## src/logic/sdData_config.svh

```systemverilog
`ifndef SD_DATA_CONFIG_SVH
`define SD_DATA_CONFIG_SVH

////////////////////////////////////////
// card bus and FIFO geometry
////////////////////////////////////////

// data lines on the card bus
`define SD_LINES 4

// FIFO word width, both directions
`define WORD_BITS 64

// one nibble per line set per sdClk
`define NIBBLES_PER_WORD 16

// 512 byte block of 8 byte words
`define WORDS_PER_BLOCK 64

////////////////////////////////////////
// per line data CRC
////////////////////////////////////////

`define CRC_BITS 16

// x^16 + x^12 + x^5 + 1, top term implied
`define CRC_POLY 16'h1021

`endif

```

## src/logic/sdDataPkg.sv

```systemverilog
`default_nettype none

`include "sdData_config.svh"

package sdDataPkg;

   typedef logic [`SD_LINES-1:0]                 sdNibble_t;    // one value across the lines
   typedef logic [`WORD_BITS-1:0]                dataWord_t;
   typedef logic [`CRC_BITS-1:0]                 crc16_t;
   typedef logic [`SD_LINES-1:0]                 lineStatus_t;  // crc error flag per line
   typedef logic [$clog2(`WORDS_PER_BLOCK)-1:0]  wordCnt_t;
   typedef logic [$clog2(`NIBBLES_PER_WORD)-1:0] nibbleCnt_t;
   typedef logic [$clog2(`CRC_BITS)-1:0]         crcCnt_t;

   // data bus sequencer
   typedef enum logic [3:0] {
      RESET,
      IDLE,
      WRITE_WAIT,    // first FIFO fetch
      WRITE_WAIT1,
      WRITE_START,   // start nibble
      WRITE,
      WRITE_CRC,
      WRITE_STOP,
      WRITE_TURN,    // bus handed back to the card
      BUSY_CHK,
      NOT_BUSY,
      READ_START,    // wait for card start nibble
      READ,
      READ_CRC,
      CRC_CHK
   } cmdState_t;

   // swap the two nibbles of every byte so that a word shifts out low nibble first
   // in bus order; the swap is its own inverse, so the read side reuses it
   function automatic dataWord_t swapNibbles(input dataWord_t w);
      dataWord_t s;
      int b;
      for (b = 0; b < `WORD_BITS / 8; b++) begin
         s[8*b +: 4]   = w[8*b+4 +: 4];
         s[8*b+4 +: 4] = w[8*b +: 4];
      end
      return s;
   endfunction

endpackage

`default_nettype wire

```

## src/logic/sdCrc16.sv

```systemverilog
`timescale 1ns/100ps
`default_nettype none

`include "sdData_config.svh"

module sdCrc16 (
   input  wire logic                 sdClk,
   input  wire logic                 sysRst,
   input  wire logic                 clear,    // restart for a new block
   input  wire logic                 enable,
   input  wire logic                 bitIn,
   output logic [`CRC_BITS-1:0]      crc
);

   logic feedback;

   assign feedback = bitIn ^ crc[`CRC_BITS-1];

   // serial CRC, one line bit per enabled clock
   always_ff @(posedge sdClk or posedge sysRst) begin
      if (sysRst) begin
         crc <= '0;
      end else if (clear) begin
         crc <= '0;
      end else if (enable) begin
         crc <= {crc[`CRC_BITS-2:0], 1'b0} ^ ({`CRC_BITS{feedback}} & `CRC_POLY);
      end
   end

endmodule

`default_nettype wire

```

## src/logic/sdDataCtrl.sv

```systemverilog
`timescale 1ns/100ps
`default_nettype none

`include "sdData_config.svh"

module sdDataCtrl (
   input  wire logic                  sdClk,
   input  wire logic                  sysRst,
   input  wire logic                  writeCmd,
   input  wire logic                  readCmd,
   input  wire sdDataPkg::sdNibble_t  sdDataIn,
   output sdDataPkg::cmdState_t       state,
   output sdDataPkg::wordCnt_t        wordCnt,
   output sdDataPkg::nibbleCnt_t      nibbleCnt,
   output sdDataPkg::crcCnt_t         crcCnt,
   output logic                       writeFifoRe,
   output logic                       writeDone
);

   localparam sdDataPkg::nibbleCnt_t lastNibble = sdDataPkg::nibbleCnt_t'(`NIBBLES_PER_WORD - 1);
   localparam sdDataPkg::wordCnt_t   lastWord   = sdDataPkg::wordCnt_t'(`WORDS_PER_BLOCK - 1);

   sdDataPkg::cmdState_t nextState;
   logic                 blockEnd;   // last nibble of the last word
   logic                 dataPhase;

   assign dataPhase = (state == sdDataPkg::WRITE) || (state == sdDataPkg::READ);
   assign blockEnd  = (wordCnt == lastWord) && (nibbleCnt == lastNibble);

   ////////////////////////////////////////
   // sequencer
   ////////////////////////////////////////

   always_comb begin
      nextState = state;
      case (state)
         sdDataPkg::RESET:       nextState = sdDataPkg::IDLE;
         sdDataPkg::IDLE: begin
            if (writeCmd) begin                  // write has priority
               nextState = sdDataPkg::WRITE_WAIT;
            end else if (readCmd) begin
               nextState = sdDataPkg::READ_START;
            end
         end
         sdDataPkg::WRITE_WAIT:  nextState = sdDataPkg::WRITE_WAIT1;
         sdDataPkg::WRITE_WAIT1: nextState = sdDataPkg::WRITE_START;
         sdDataPkg::WRITE_START: nextState = sdDataPkg::WRITE;
         sdDataPkg::WRITE: begin
            if (blockEnd) begin
               nextState = sdDataPkg::WRITE_CRC;
            end
         end
         sdDataPkg::WRITE_CRC: begin
            if (crcCnt == '0) begin
               nextState = sdDataPkg::WRITE_STOP;
            end
         end
         sdDataPkg::WRITE_STOP:  nextState = sdDataPkg::WRITE_TURN;
         sdDataPkg::WRITE_TURN:  nextState = sdDataPkg::BUSY_CHK;
         sdDataPkg::BUSY_CHK: begin
            if (sdDataIn[0]) begin               // card holds D0 low while programming
               nextState = sdDataPkg::NOT_BUSY;
            end
         end
         sdDataPkg::NOT_BUSY:    nextState = sdDataPkg::IDLE;
         sdDataPkg::READ_START: begin
            if (sdDataIn == '0) begin
               nextState = sdDataPkg::READ;
            end
         end
         sdDataPkg::READ: begin
            if (blockEnd) begin
               nextState = sdDataPkg::READ_CRC;
            end
         end
         sdDataPkg::READ_CRC: begin
            if (crcCnt == '0) begin
               nextState = sdDataPkg::CRC_CHK;
            end
         end
         sdDataPkg::CRC_CHK:     nextState = sdDataPkg::IDLE;
         default:                nextState = sdDataPkg::IDLE;
      endcase
   end

   always_ff @(posedge sdClk or posedge sysRst) begin
      if (sysRst) begin
         state <= sdDataPkg::RESET;
      end else begin
         state <= nextState;
      end
   end

   ////////////////////////////////////////
   // block position counters
   ////////////////////////////////////////

   always_ff @(posedge sdClk or posedge sysRst) begin
      if (sysRst) begin
         nibbleCnt <= '0;
         wordCnt   <= '0;
      end else if (state == sdDataPkg::IDLE) begin
         nibbleCnt <= '0;
         wordCnt   <= '0;
      end else if (dataPhase) begin
         nibbleCnt <= nibbleCnt + 1'b1;
         if (nibbleCnt == lastNibble) begin
            wordCnt <= wordCnt + 1'b1;           // wraps to 0 after the block
         end
      end
   end

   // crc bit index, msb first
   always_ff @(posedge sdClk or posedge sysRst) begin
      if (sysRst) begin
         crcCnt <= '1;
      end else if (state == sdDataPkg::IDLE) begin
         crcCnt <= '1;
      end else if (state == sdDataPkg::WRITE_CRC || state == sdDataPkg::READ_CRC) begin
         crcCnt <= crcCnt - 1'b1;
      end
   end

   // one fetch up front, then one per word except after the last
   assign writeFifoRe = (state == sdDataPkg::WRITE_WAIT) ||
                        ((state == sdDataPkg::WRITE) && (nibbleCnt == lastNibble) &&
                         (wordCnt != lastWord));

   always_ff @(posedge sdClk or posedge sysRst) begin
      if (sysRst) begin
         writeDone <= 1'b0;
      end else begin
         writeDone <= (state == sdDataPkg::NOT_BUSY);
      end
   end

   // no fetch may land outside the write frame
   assert property (@(posedge sdClk) disable iff (sysRst)
      writeFifoRe |=> (state == sdDataPkg::WRITE_WAIT1) ||
                      ((state == sdDataPkg::WRITE) && (nibbleCnt == '0)))
      else $error("writeFifoRe data landed outside WRITE_WAIT1/WRITE");

endmodule

`default_nettype wire

```

## src/logic/sdDataTx.sv

```systemverilog
`timescale 1ns/100ps
`default_nettype none

`include "sdData_config.svh"

module sdDataTx (
   input  wire logic                   sdClk,
   input  wire logic                   sysRst,
   input  wire sdDataPkg::cmdState_t   state,
   input  wire sdDataPkg::wordCnt_t    wordCnt,
   input  wire sdDataPkg::nibbleCnt_t  nibbleCnt,
   input  wire sdDataPkg::crcCnt_t     crcCnt,
   input  wire logic                   writeFifoRe,
   input  wire sdDataPkg::dataWord_t   writeData,
   output sdDataPkg::sdNibble_t        sdDataOut,
   output logic                        sdDataEn
);

   logic                  reDly;          // FIFO data valid this cycle
   sdDataPkg::dataWord_t  prefetchWord;
   sdDataPkg::dataWord_t  fetchWord;
   sdDataPkg::dataWord_t  orderedWord;    // nibbles in bus order, low first
   sdDataPkg::dataWord_t  shiftWord;
   sdDataPkg::sdNibble_t  dataNibble;
   sdDataPkg::sdNibble_t  crcNibble;
   sdDataPkg::sdNibble_t  nextNibble;
   logic                  nextEn;
   logic                  crcClear;
   logic                  crcEnable;
   sdDataPkg::crc16_t     txCrc [`SD_LINES];

   ////////////////////////////////////////
   // word fetch and serializer
   ////////////////////////////////////////

   always_ff @(posedge sdClk or posedge sysRst) begin
      if (sysRst) begin
         reDly <= 1'b0;
      end else begin
         reDly <= writeFifoRe;
      end
   end

   always_ff @(posedge sdClk) begin
      if (reDly) begin
         prefetchWord <= writeData;
      end
   end

   // word 0 waits in the prefetch register through WRITE_START,
   // later words arrive from the FIFO right on their first nibble
   assign fetchWord   = (wordCnt == '0) ? prefetchWord : writeData;
   assign orderedWord = sdDataPkg::swapNibbles(fetchWord);
   assign dataNibble  = (nibbleCnt == '0) ? orderedWord[`SD_LINES-1:0]
                                          : shiftWord[`SD_LINES-1:0];

   always_ff @(posedge sdClk) begin
      if (state == sdDataPkg::WRITE) begin
         if (nibbleCnt == '0) begin
            shiftWord <= orderedWord >> `SD_LINES;   // word boundary
         end else begin
            shiftWord <= shiftWord >> `SD_LINES;
         end
      end
   end

   ////////////////////////////////////////
   // line CRCs and pin drivers
   ////////////////////////////////////////

   assign crcClear  = (state == sdDataPkg::IDLE);
   assign crcEnable = (state == sdDataPkg::WRITE);

   for (genvar l = 0; l < `SD_LINES; l++) begin : gTxCrc
      sdCrc16 uTxCrc (
         .sdClk  (sdClk),
         .sysRst (sysRst),
         .clear  (crcClear),
         .enable (crcEnable),
         .bitIn  (dataNibble[l]),
         .crc    (txCrc[l])
      );
   end

   always_comb begin
      for (int l = 0; l < `SD_LINES; l++) begin
         crcNibble[l] = txCrc[l][crcCnt];
      end
      case (state)
         sdDataPkg::WRITE_START: nextNibble = '0;    // start nibble
         sdDataPkg::WRITE:       nextNibble = dataNibble;
         sdDataPkg::WRITE_CRC:   nextNibble = crcNibble;
         default:                nextNibble = '1;    // idle level and stop nibble
      endcase
   end

   assign nextEn = state inside {sdDataPkg::WRITE_START, sdDataPkg::WRITE,
                                 sdDataPkg::WRITE_CRC, sdDataPkg::WRITE_STOP};

   always_ff @(posedge sdClk or posedge sysRst) begin
      if (sysRst) begin
         sdDataOut <= '1;
         sdDataEn  <= 1'b0;
      end else begin
         sdDataOut <= nextNibble;
         sdDataEn  <= nextEn;
      end
   end

   // the card owns the bus for the whole read
   assert property (@(posedge sdClk) disable iff (sysRst)
      $rose(sdDataEn) |-> !(state inside {sdDataPkg::READ_START, sdDataPkg::READ,
                                          sdDataPkg::READ_CRC, sdDataPkg::CRC_CHK}))
      else $error("sdDataEn rose during a read");

endmodule

`default_nettype wire

```

## src/logic/sdDataRx.sv

```systemverilog
`timescale 1ns/100ps
`default_nettype none

`include "sdData_config.svh"

module sdDataRx (
   input  wire logic                   sdClk,
   input  wire logic                   sysRst,
   input  wire sdDataPkg::cmdState_t   state,
   input  wire sdDataPkg::nibbleCnt_t  nibbleCnt,
   input  wire sdDataPkg::crcCnt_t     crcCnt,
   input  wire sdDataPkg::sdNibble_t   sdDataIn,
   output logic                        readFifoWe,
   output sdDataPkg::dataWord_t        readDataOut,
   output logic                        readDone,
   output sdDataPkg::lineStatus_t      dataStatus
);

   localparam sdDataPkg::nibbleCnt_t lastNibble = sdDataPkg::nibbleCnt_t'(`NIBBLES_PER_WORD - 1);

   sdDataPkg::dataWord_t  asmWord;       // received nibbles, first one lowest
   sdDataPkg::dataWord_t  nextAsm;
   logic                  wordEnd;
   logic                  crcClear;
   logic                  crcEnable;
   sdDataPkg::crc16_t     calcCrc [`SD_LINES];
   sdDataPkg::crc16_t     rxCrc   [`SD_LINES];   // as sent by the card

   ////////////////////////////////////////
   // nibble capture
   ////////////////////////////////////////

   assign nextAsm = {sdDataIn, asmWord[`WORD_BITS-1:`SD_LINES]};
   assign wordEnd = (state == sdDataPkg::READ) && (nibbleCnt == lastNibble);

   always_ff @(posedge sdClk) begin
      if (state == sdDataPkg::READ) begin
         asmWord <= nextAsm;
      end
      if (wordEnd) begin
         readDataOut <= sdDataPkg::swapNibbles(nextAsm);   // back to byte order
      end
   end

   always_ff @(posedge sdClk or posedge sysRst) begin
      if (sysRst) begin
         readFifoWe <= 1'b0;
         readDone   <= 1'b0;
      end else begin
         readFifoWe <= wordEnd;
         readDone   <= (state == sdDataPkg::CRC_CHK);
      end
   end

   ////////////////////////////////////////
   // CRC check
   ////////////////////////////////////////

   assign crcClear  = (state == sdDataPkg::IDLE);
   assign crcEnable = (state == sdDataPkg::READ);

   for (genvar l = 0; l < `SD_LINES; l++) begin : gRxCrc
      sdCrc16 uRxCrc (
         .sdClk  (sdClk),
         .sysRst (sysRst),
         .clear  (crcClear),
         .enable (crcEnable),
         .bitIn  (sdDataIn[l]),
         .crc    (calcCrc[l])
      );
   end

   always_ff @(posedge sdClk) begin
      if (state == sdDataPkg::READ_CRC) begin
         for (int l = 0; l < `SD_LINES; l++) begin
            rxCrc[l][crcCnt] <= sdDataIn[l];   // msb arrives first
         end
      end
   end

   // status only moves with readDone
   always_ff @(posedge sdClk or posedge sysRst) begin
      if (sysRst) begin
         dataStatus <= '0;
      end else if (state == sdDataPkg::CRC_CHK) begin
         for (int l = 0; l < `SD_LINES; l++) begin
            dataStatus[l] <= (rxCrc[l] != calcCrc[l]);
         end
      end
   end

   // last word write lands in READ_CRC, well clear of the done pulse
   assert property (@(posedge sdClk) disable iff (sysRst)
      readDone |-> !readFifoWe && !$past(readFifoWe))
      else $error("readFifoWe high with or just before readDone");

endmodule

`default_nettype wire

```

## src/logic/sdDataTop.sv

```systemverilog
`timescale 1ns/100ps
`default_nettype none

`include "sdData_config.svh"

module sdDataTop (
   input  wire logic                   sdClk,
   input  wire logic                   sysRst,
   input  wire logic                   writeCmd,
   input  wire logic                   readCmd,
   input  wire sdDataPkg::dataWord_t   writeData,
   input  wire sdDataPkg::sdNibble_t   sdDataIn,
   output logic                        writeFifoRe,
   output logic                        readFifoWe,
   output sdDataPkg::dataWord_t        readDataOut,
   output logic                        writeDone,
   output logic                        readDone,
   output sdDataPkg::lineStatus_t      dataStatus,
   output sdDataPkg::sdNibble_t        sdDataOut,
   output logic                        sdDataEn
);

   sdDataPkg::cmdState_t   state;
   sdDataPkg::wordCnt_t    wordCnt;
   sdDataPkg::nibbleCnt_t  nibbleCnt;
   sdDataPkg::crcCnt_t     crcCnt;

   // command decode and block timing
   sdDataCtrl u_sdDataCtrl (
      .sdClk       (sdClk),
      .sysRst      (sysRst),
      .writeCmd    (writeCmd),
      .readCmd     (readCmd),
      .sdDataIn    (sdDataIn),
      .state       (state),
      .wordCnt     (wordCnt),
      .nibbleCnt   (nibbleCnt),
      .crcCnt      (crcCnt),
      .writeFifoRe (writeFifoRe),
      .writeDone   (writeDone)
   );

   sdDataTx u_sdDataTx (
      .sdClk       (sdClk),
      .sysRst      (sysRst),
      .state       (state),
      .wordCnt     (wordCnt),
      .nibbleCnt   (nibbleCnt),
      .crcCnt      (crcCnt),
      .writeFifoRe (writeFifoRe),
      .writeData   (writeData),
      .sdDataOut   (sdDataOut),
      .sdDataEn    (sdDataEn)
   );

   sdDataRx u_sdDataRx (
      .sdClk       (sdClk),
      .sysRst      (sysRst),
      .state       (state),
      .nibbleCnt   (nibbleCnt),
      .crcCnt      (crcCnt),
      .sdDataIn    (sdDataIn),
      .readFifoWe  (readFifoWe),
      .readDataOut (readDataOut),
      .readDone    (readDone),
      .dataStatus  (dataStatus)
   );

endmodule

`default_nettype wire

```

## config.mk

```make
export PLATFORM = sky130hd
export DESIGN_NAME = sdDataTop
export DESIGN_NICKNAME = d
export VERILOG_FILES = /design/src/logic/sdDataPkg.sv /design/src/logic/sdCrc16.sv /design/src/logic/sdDataCtrl.sv /design/src/logic/sdDataTx.sv /design/src/logic/sdDataRx.sv /design/src/logic/sdDataTop.sv
export VERILOG_INCLUDE_DIRS = /design/src /design/src/logic
export SDC_FILE = /design/constraint.sdc
export NUM_CORES = 1
export LEC_CHECK = 0
export BUFFER_PORTS_ARGS = -buffer_cell sky130_fd_sc_hd__buf_2
export CAP_MARGIN = 20
export CORE_ASPECT_RATIO = 2
export CORE_MARGIN = 10
export CORE_UTILIZATION = 60
export DETAILED_ROUTE_END_ITERATION = 12
export PLACE_DENSITY = 0.78
export SLEW_MARGIN = 20
export SYNTH_ARGS = -nofsm -noshare
export SYNTH_HDL_FRONTEND = slang
export SYNTH_SLANG_ARGS = --single-unit
```

## constraint.sdc

```tcl
create_clock -name sdClk -period 7.1 [get_ports sdClk]
set_clock_uncertainty 0.05 [all_clocks]
set_input_delay 1.775 -clock sdClk [delete_from_list [all_inputs] [get_ports sdClk]]
set_output_delay 1.775 -clock sdClk [all_outputs]
set_load 0.05 [all_outputs]
```

==> impl.org <==
** STA
- Rel. slew slack :: 28.1%
- Maximum operating frequency :: between 0.2 and 0.25 GHz
- The final critical path takes up ~60% of the cycle.
- For the pin with the worst max-slew slack, the measured transition is ~1100 ps.
- Setup violations remaining at the end of the flow were counted as 0.
- The count of endpoints failing hold in the final timing report came to 0.
- Unrepaired setup endpoints after global routing :: no
- The routed design could run at a clock period as short as between 4000 and 5000 ps.
- The final-report max-slew violation count came to 0.
- Sum of negative setup slack :: 0 ps

** Die
- The floorplan step defined a die boundary enclosing about 39000 µm².
- For this design the top-level I/O count stands at approximately 150.
- Initial Utilization :: 60.5%
- After floorplanning, the core was divided into 91 placement rows.
- Floorplan die height :: 269 µm
- Die Wd :: between 100 and 150 µm
- The region available for standard cell placement spans about 31000 µm².

** GRT
- First-pass GRT wire length :: 59500 µm
- Pin count of the biggest net entering global routing :: between 90 and 100
- The number of global-route vias before repair came to 11213.
- Overall routing resource usage :: 19.7%
- For this run the aggregate overflow at the end of global routing stands at 0.
- The number of antenna violations at the first check in global routing came to 2.

** Clocking
- After clock tree synthesis, the setup repair step added 0 buffers.
- TritonCTS built the clock tree.
- Root buffer cell :: clkbuf_16
- TritonCTS sink count :: between 400 and 500
- In this run, CTS created clock tree buffers numbering 39.
- Hold repair after CTS inserted 0 buffers.
- The clock passes through at most 3 buffers.
- Number of H-tree branching levels :: 2
- CTS clock-pin slew for the worst setup and hold paths :: 70 ps
- Clock latency on the worst-skew pair, taken at its later pin, is about 550 ps.
- Number of cells upsized or downsized after cts :: 0

** Cells and area
- Share of layout cells above drive strength 1 :: 18.2%
- Final Net Count :: between 1000 and 1500
- Signed area change from the synthesized netlist to the final layout :: 12.4%
- FILL cells :: about 2100
- Final instance area :: approximately 21000 µm²

** Synthesis
- Average instance area after synthesis :: ~14 µm²
- Warning count from the yosys run :: 0
- Of the synthesized area, sequential elements account for a little under three quarters.
- Syn nets :: about 1400
- In the synthesized netlist the dominant register cell turns out to be edfxtp_1.
- Synthesized flop and latch total :: about 470
- Async S/R FF share, synth :: 33.8%
- The synthesized design contains 312 enable-type register cells.
- After synthesis, the netlist uses between 50 and 60 different library cells.
- After synthesis the cells add up to approximately 19000 µm².
- Number of instances in the synthesized netlist :: 1284

** Run
- Across the run, the number of max-cap violations was 0.

** Placed design
- Routability cong. :: 0.849
- Buffers on Ports :: about 150
- Once placement finished, the instance area stood at between 15000 and 20000 µm².
- Detailed placement ended at an HPWL of about 25000 µm.

** Setup path
- In this run the register-to-register setup slack is about 3900 ps.
- STA classifies the critical path endpoint as an output port.
- Worst setup SP type :: flip-flop
- The critical path is of the reg2out type.
- Data on the critical path is required at its endpoint by ~5300 ps.
- Maximum fanout encountered on the critical timing path :: 16
- STA puts the critical path data arrival time at around 2400 ps.
- The endpoint identified for the worst register-to-register timing path is u_sdDataTx.shiftWord[51].
- Startpoint of the most critical register-to-register path :: u_sdDataCtrl.state[0]
- Counting cells, the worst reg-to-reg path comes to 5.

** Drt
- After detailed routing, the average wire length per cell comes to ~21 µm.
- Detailed routing inserted a total of 10560 vias.
- Iter 0 DRT Violations :: between 700 and 800
- In this run the remaining antenna-violating nets after routing total 0.
- For this run, the detailed router's first-pass iteration total came to 5.
- Drc violations :: 0
- Summed over all layers, the routed wires come to ~38000 µm.
- Vias/cell :: 5.81

** Hold path
- Min-Delay Startpoint :: u_sdDataRx.asmWord[7]
- The path with the worst hold slack has its endpoint at u_sdDataRx.readDataOut[7].
- The tightest min-delay check is of the reg2reg type.
- Number of instances on the worst hold path :: 0

** Status
- The run finished with clean final reports.

** Pwr
- Power Dens Cells :: 285 nW/µm²
- Static leakage :: 8.00 nW
- VDD sags by at most 0.249 mV.
layout by cell type (no fill, tap or decap), types with 3 or more instances in the layout:
cell type   instances
buf_2             148
nor3b_1             4
a211oi_1            4
nand2b_1            4
clkinvlp_4          3
a22o_1             65
inv_6               5
clkbuf_1            6
mux2i_1            57
buf_4              11
dfstp_2             8
xor2_1             13
dfrtp_1           150
clkbuf_16          40
a21oi_1            56
xnor2_1            78
nand2_1           209
nor2b_1             4
nor3_1              7
xnor3_1             8
o21ai_0            41
inv_1               9
mux4_2             16
nand3_1             3
o21ai_1            47
clkinv_4            3
edfxtp_1          312
nor4_1              8
a211oi_4            4
nand4_1            19
clkinv_2            8
nor2_1             43
ha_1                9
cell usage after synthesis (2+ instances only):
cell | n | share of area (%)
buf_2 | 7 | 0.19
ha_1 | 9 | 0.61
mux4_2 | 16 | 1.9
o211ai_1 | 2 | 0.081
a211oi_1 | 4 | 0.16
xor2_1 | 13 | 0.61
xnor3_1 | 8 | 0.97
buf_1 | 3 | 0.061
mux2i_1 | 57 | 3.1
or3_1 | 2 | 0.067
nand4_1 | 19 | 0.64
dfrtp_1 | 151 | 20
nand3b_1 | 2 | 0.081
a22o_1 | 65 | 3.1
nor3b_1 | 4 | 0.16
a21oi_1 | 56 | 1.5
xnor2_1 | 78 | 3.7
nand2_1 | 209 | 4.2
inv_2 | 2 | 0.040
a21boi_0 | 2 | 0.081
a211oi_4 | 4 | 0.43
nor2b_1 | 4 | 0.13
edfxtp_1 | 312 | 50
nor2_1 | 45 | 0.91
clkbuf_1 | 60 | 1.2
nand2b_1 | 4 | 0.13
nor3_1 | 8 | 0.22
nor4_1 | 8 | 0.27
o21ai_0 | 41 | 1.1
dfstp_2 | 8 | 1.1
nand3_1 | 3 | 0.081
inv_1 | 10 | 0.20
o21ai_1 | 47 | 1.3
cells by family after synthesis:
| group | count (synthesis) | share of synthesized area (%) |
|---|---|---|
| simple gates | 318 | 7.37 |
| compound gates | 230 | 8.09 |
| mux | 74 | 5.07 |
| xor+xnor | 99 | 5.26 |
| fa+ha+maj | 9 | 0.606 |
| buf+inv | 83 | 1.74 |
| flops | 471 | 71.9 |
critical path, stage by stage, from the launching register on:
cell and delay [ps]:
dfrtp_1 620, inv_1 210, nor2_1 180, nand2_1 70, o32a_1 290, nor2_1 190, buf_2 310
where the power goes:
part	total (mW)	internal [mW]	switching, mW
registers	3.35	3.15	0.207
logic	0.473	0.319	0.154
clock network	2.13	1.14	0.987
metal layers:
metal | track usage, % | routed length (µm) | up-vias
li1 | - | - | 4910
met1 | 22.0 | 13900 | 5230
met2 | 34.9 | 20300 | 320
met3 | 3.07 | 1550 | 100
met4 | 10.8 | 2010 | 0
met5 | 0 | 0 | -
worst max path at each step:
| stage | from | to | cells after the start |
|---|---|---|---|
| final | u_sdDataCtrl.state[0] | writeFifoRe | 6 |
| after global routing | u_sdDataCtrl.state[0] | writeFifoRe | 6 |
| after CTS | u_sdDataCtrl.state[0] | writeFifoRe | 6 |
| after detailed placement | u_sdDataCtrl.state[0] | writeFifoRe | 6 |
| after global placement | u_sdDataCtrl.state[0] | writeFifoRe | 6 |
| after floorplan | sysRst | u_sdDataCtrl.nibbleCnt[0] | 1 |
layout make-up:
class	instances	area, µm²	area share (%)
flip-flops and latches	471	13400	64.0
multi-input cells	730	4930	23.6
clock buffers	48	1040	4.99
repair buffers	159	823	3.94
well taps	372	465	2.23
clock inverters	23	214	1.02
inverters	12	53.8	0.258
diodes	2	5.00	0.0240
sequential cells by signal, indices dropped and copies added (netlist names), 4 cells and up:
register / count
u_sdDataTx.gTxCrc.uTxCrc.crc: 64
u_sdDataRx.asmWord: 60
u_sdDataRx.readDataOut: 64
u_sdDataTx.sdDataOut: 4
u_sdDataRx.rxCrc: 64
u_sdDataRx.gRxCrc.uRxCrc.crc: 64
u_sdDataCtrl.state: 4
u_sdDataCtrl.nibbleCnt: 4
u_sdDataTx.prefetchWord: 64
u_sdDataRx.dataStatus: 4
u_sdDataTx.shiftWord: 60
u_sdDataCtrl.wordCnt: 6
u_sdDataCtrl.crcCnt: 4
metrics by stage:
stage,setup slack [ps],instances,hold WS (ps),utilization [%],total power [mW]
floorplan,997,1284,350,-,3.71
detailed placement,3440,1744,358,63.8,3.88
finish,2850,1817,373,67.9,5.96
global placement,3480,1744,351,63.8,3.85
CTS,2840,1815,375,67.9,6.00
global route,2580,1816,393,67.9,6.17
(Power assumes the default switching activity.)
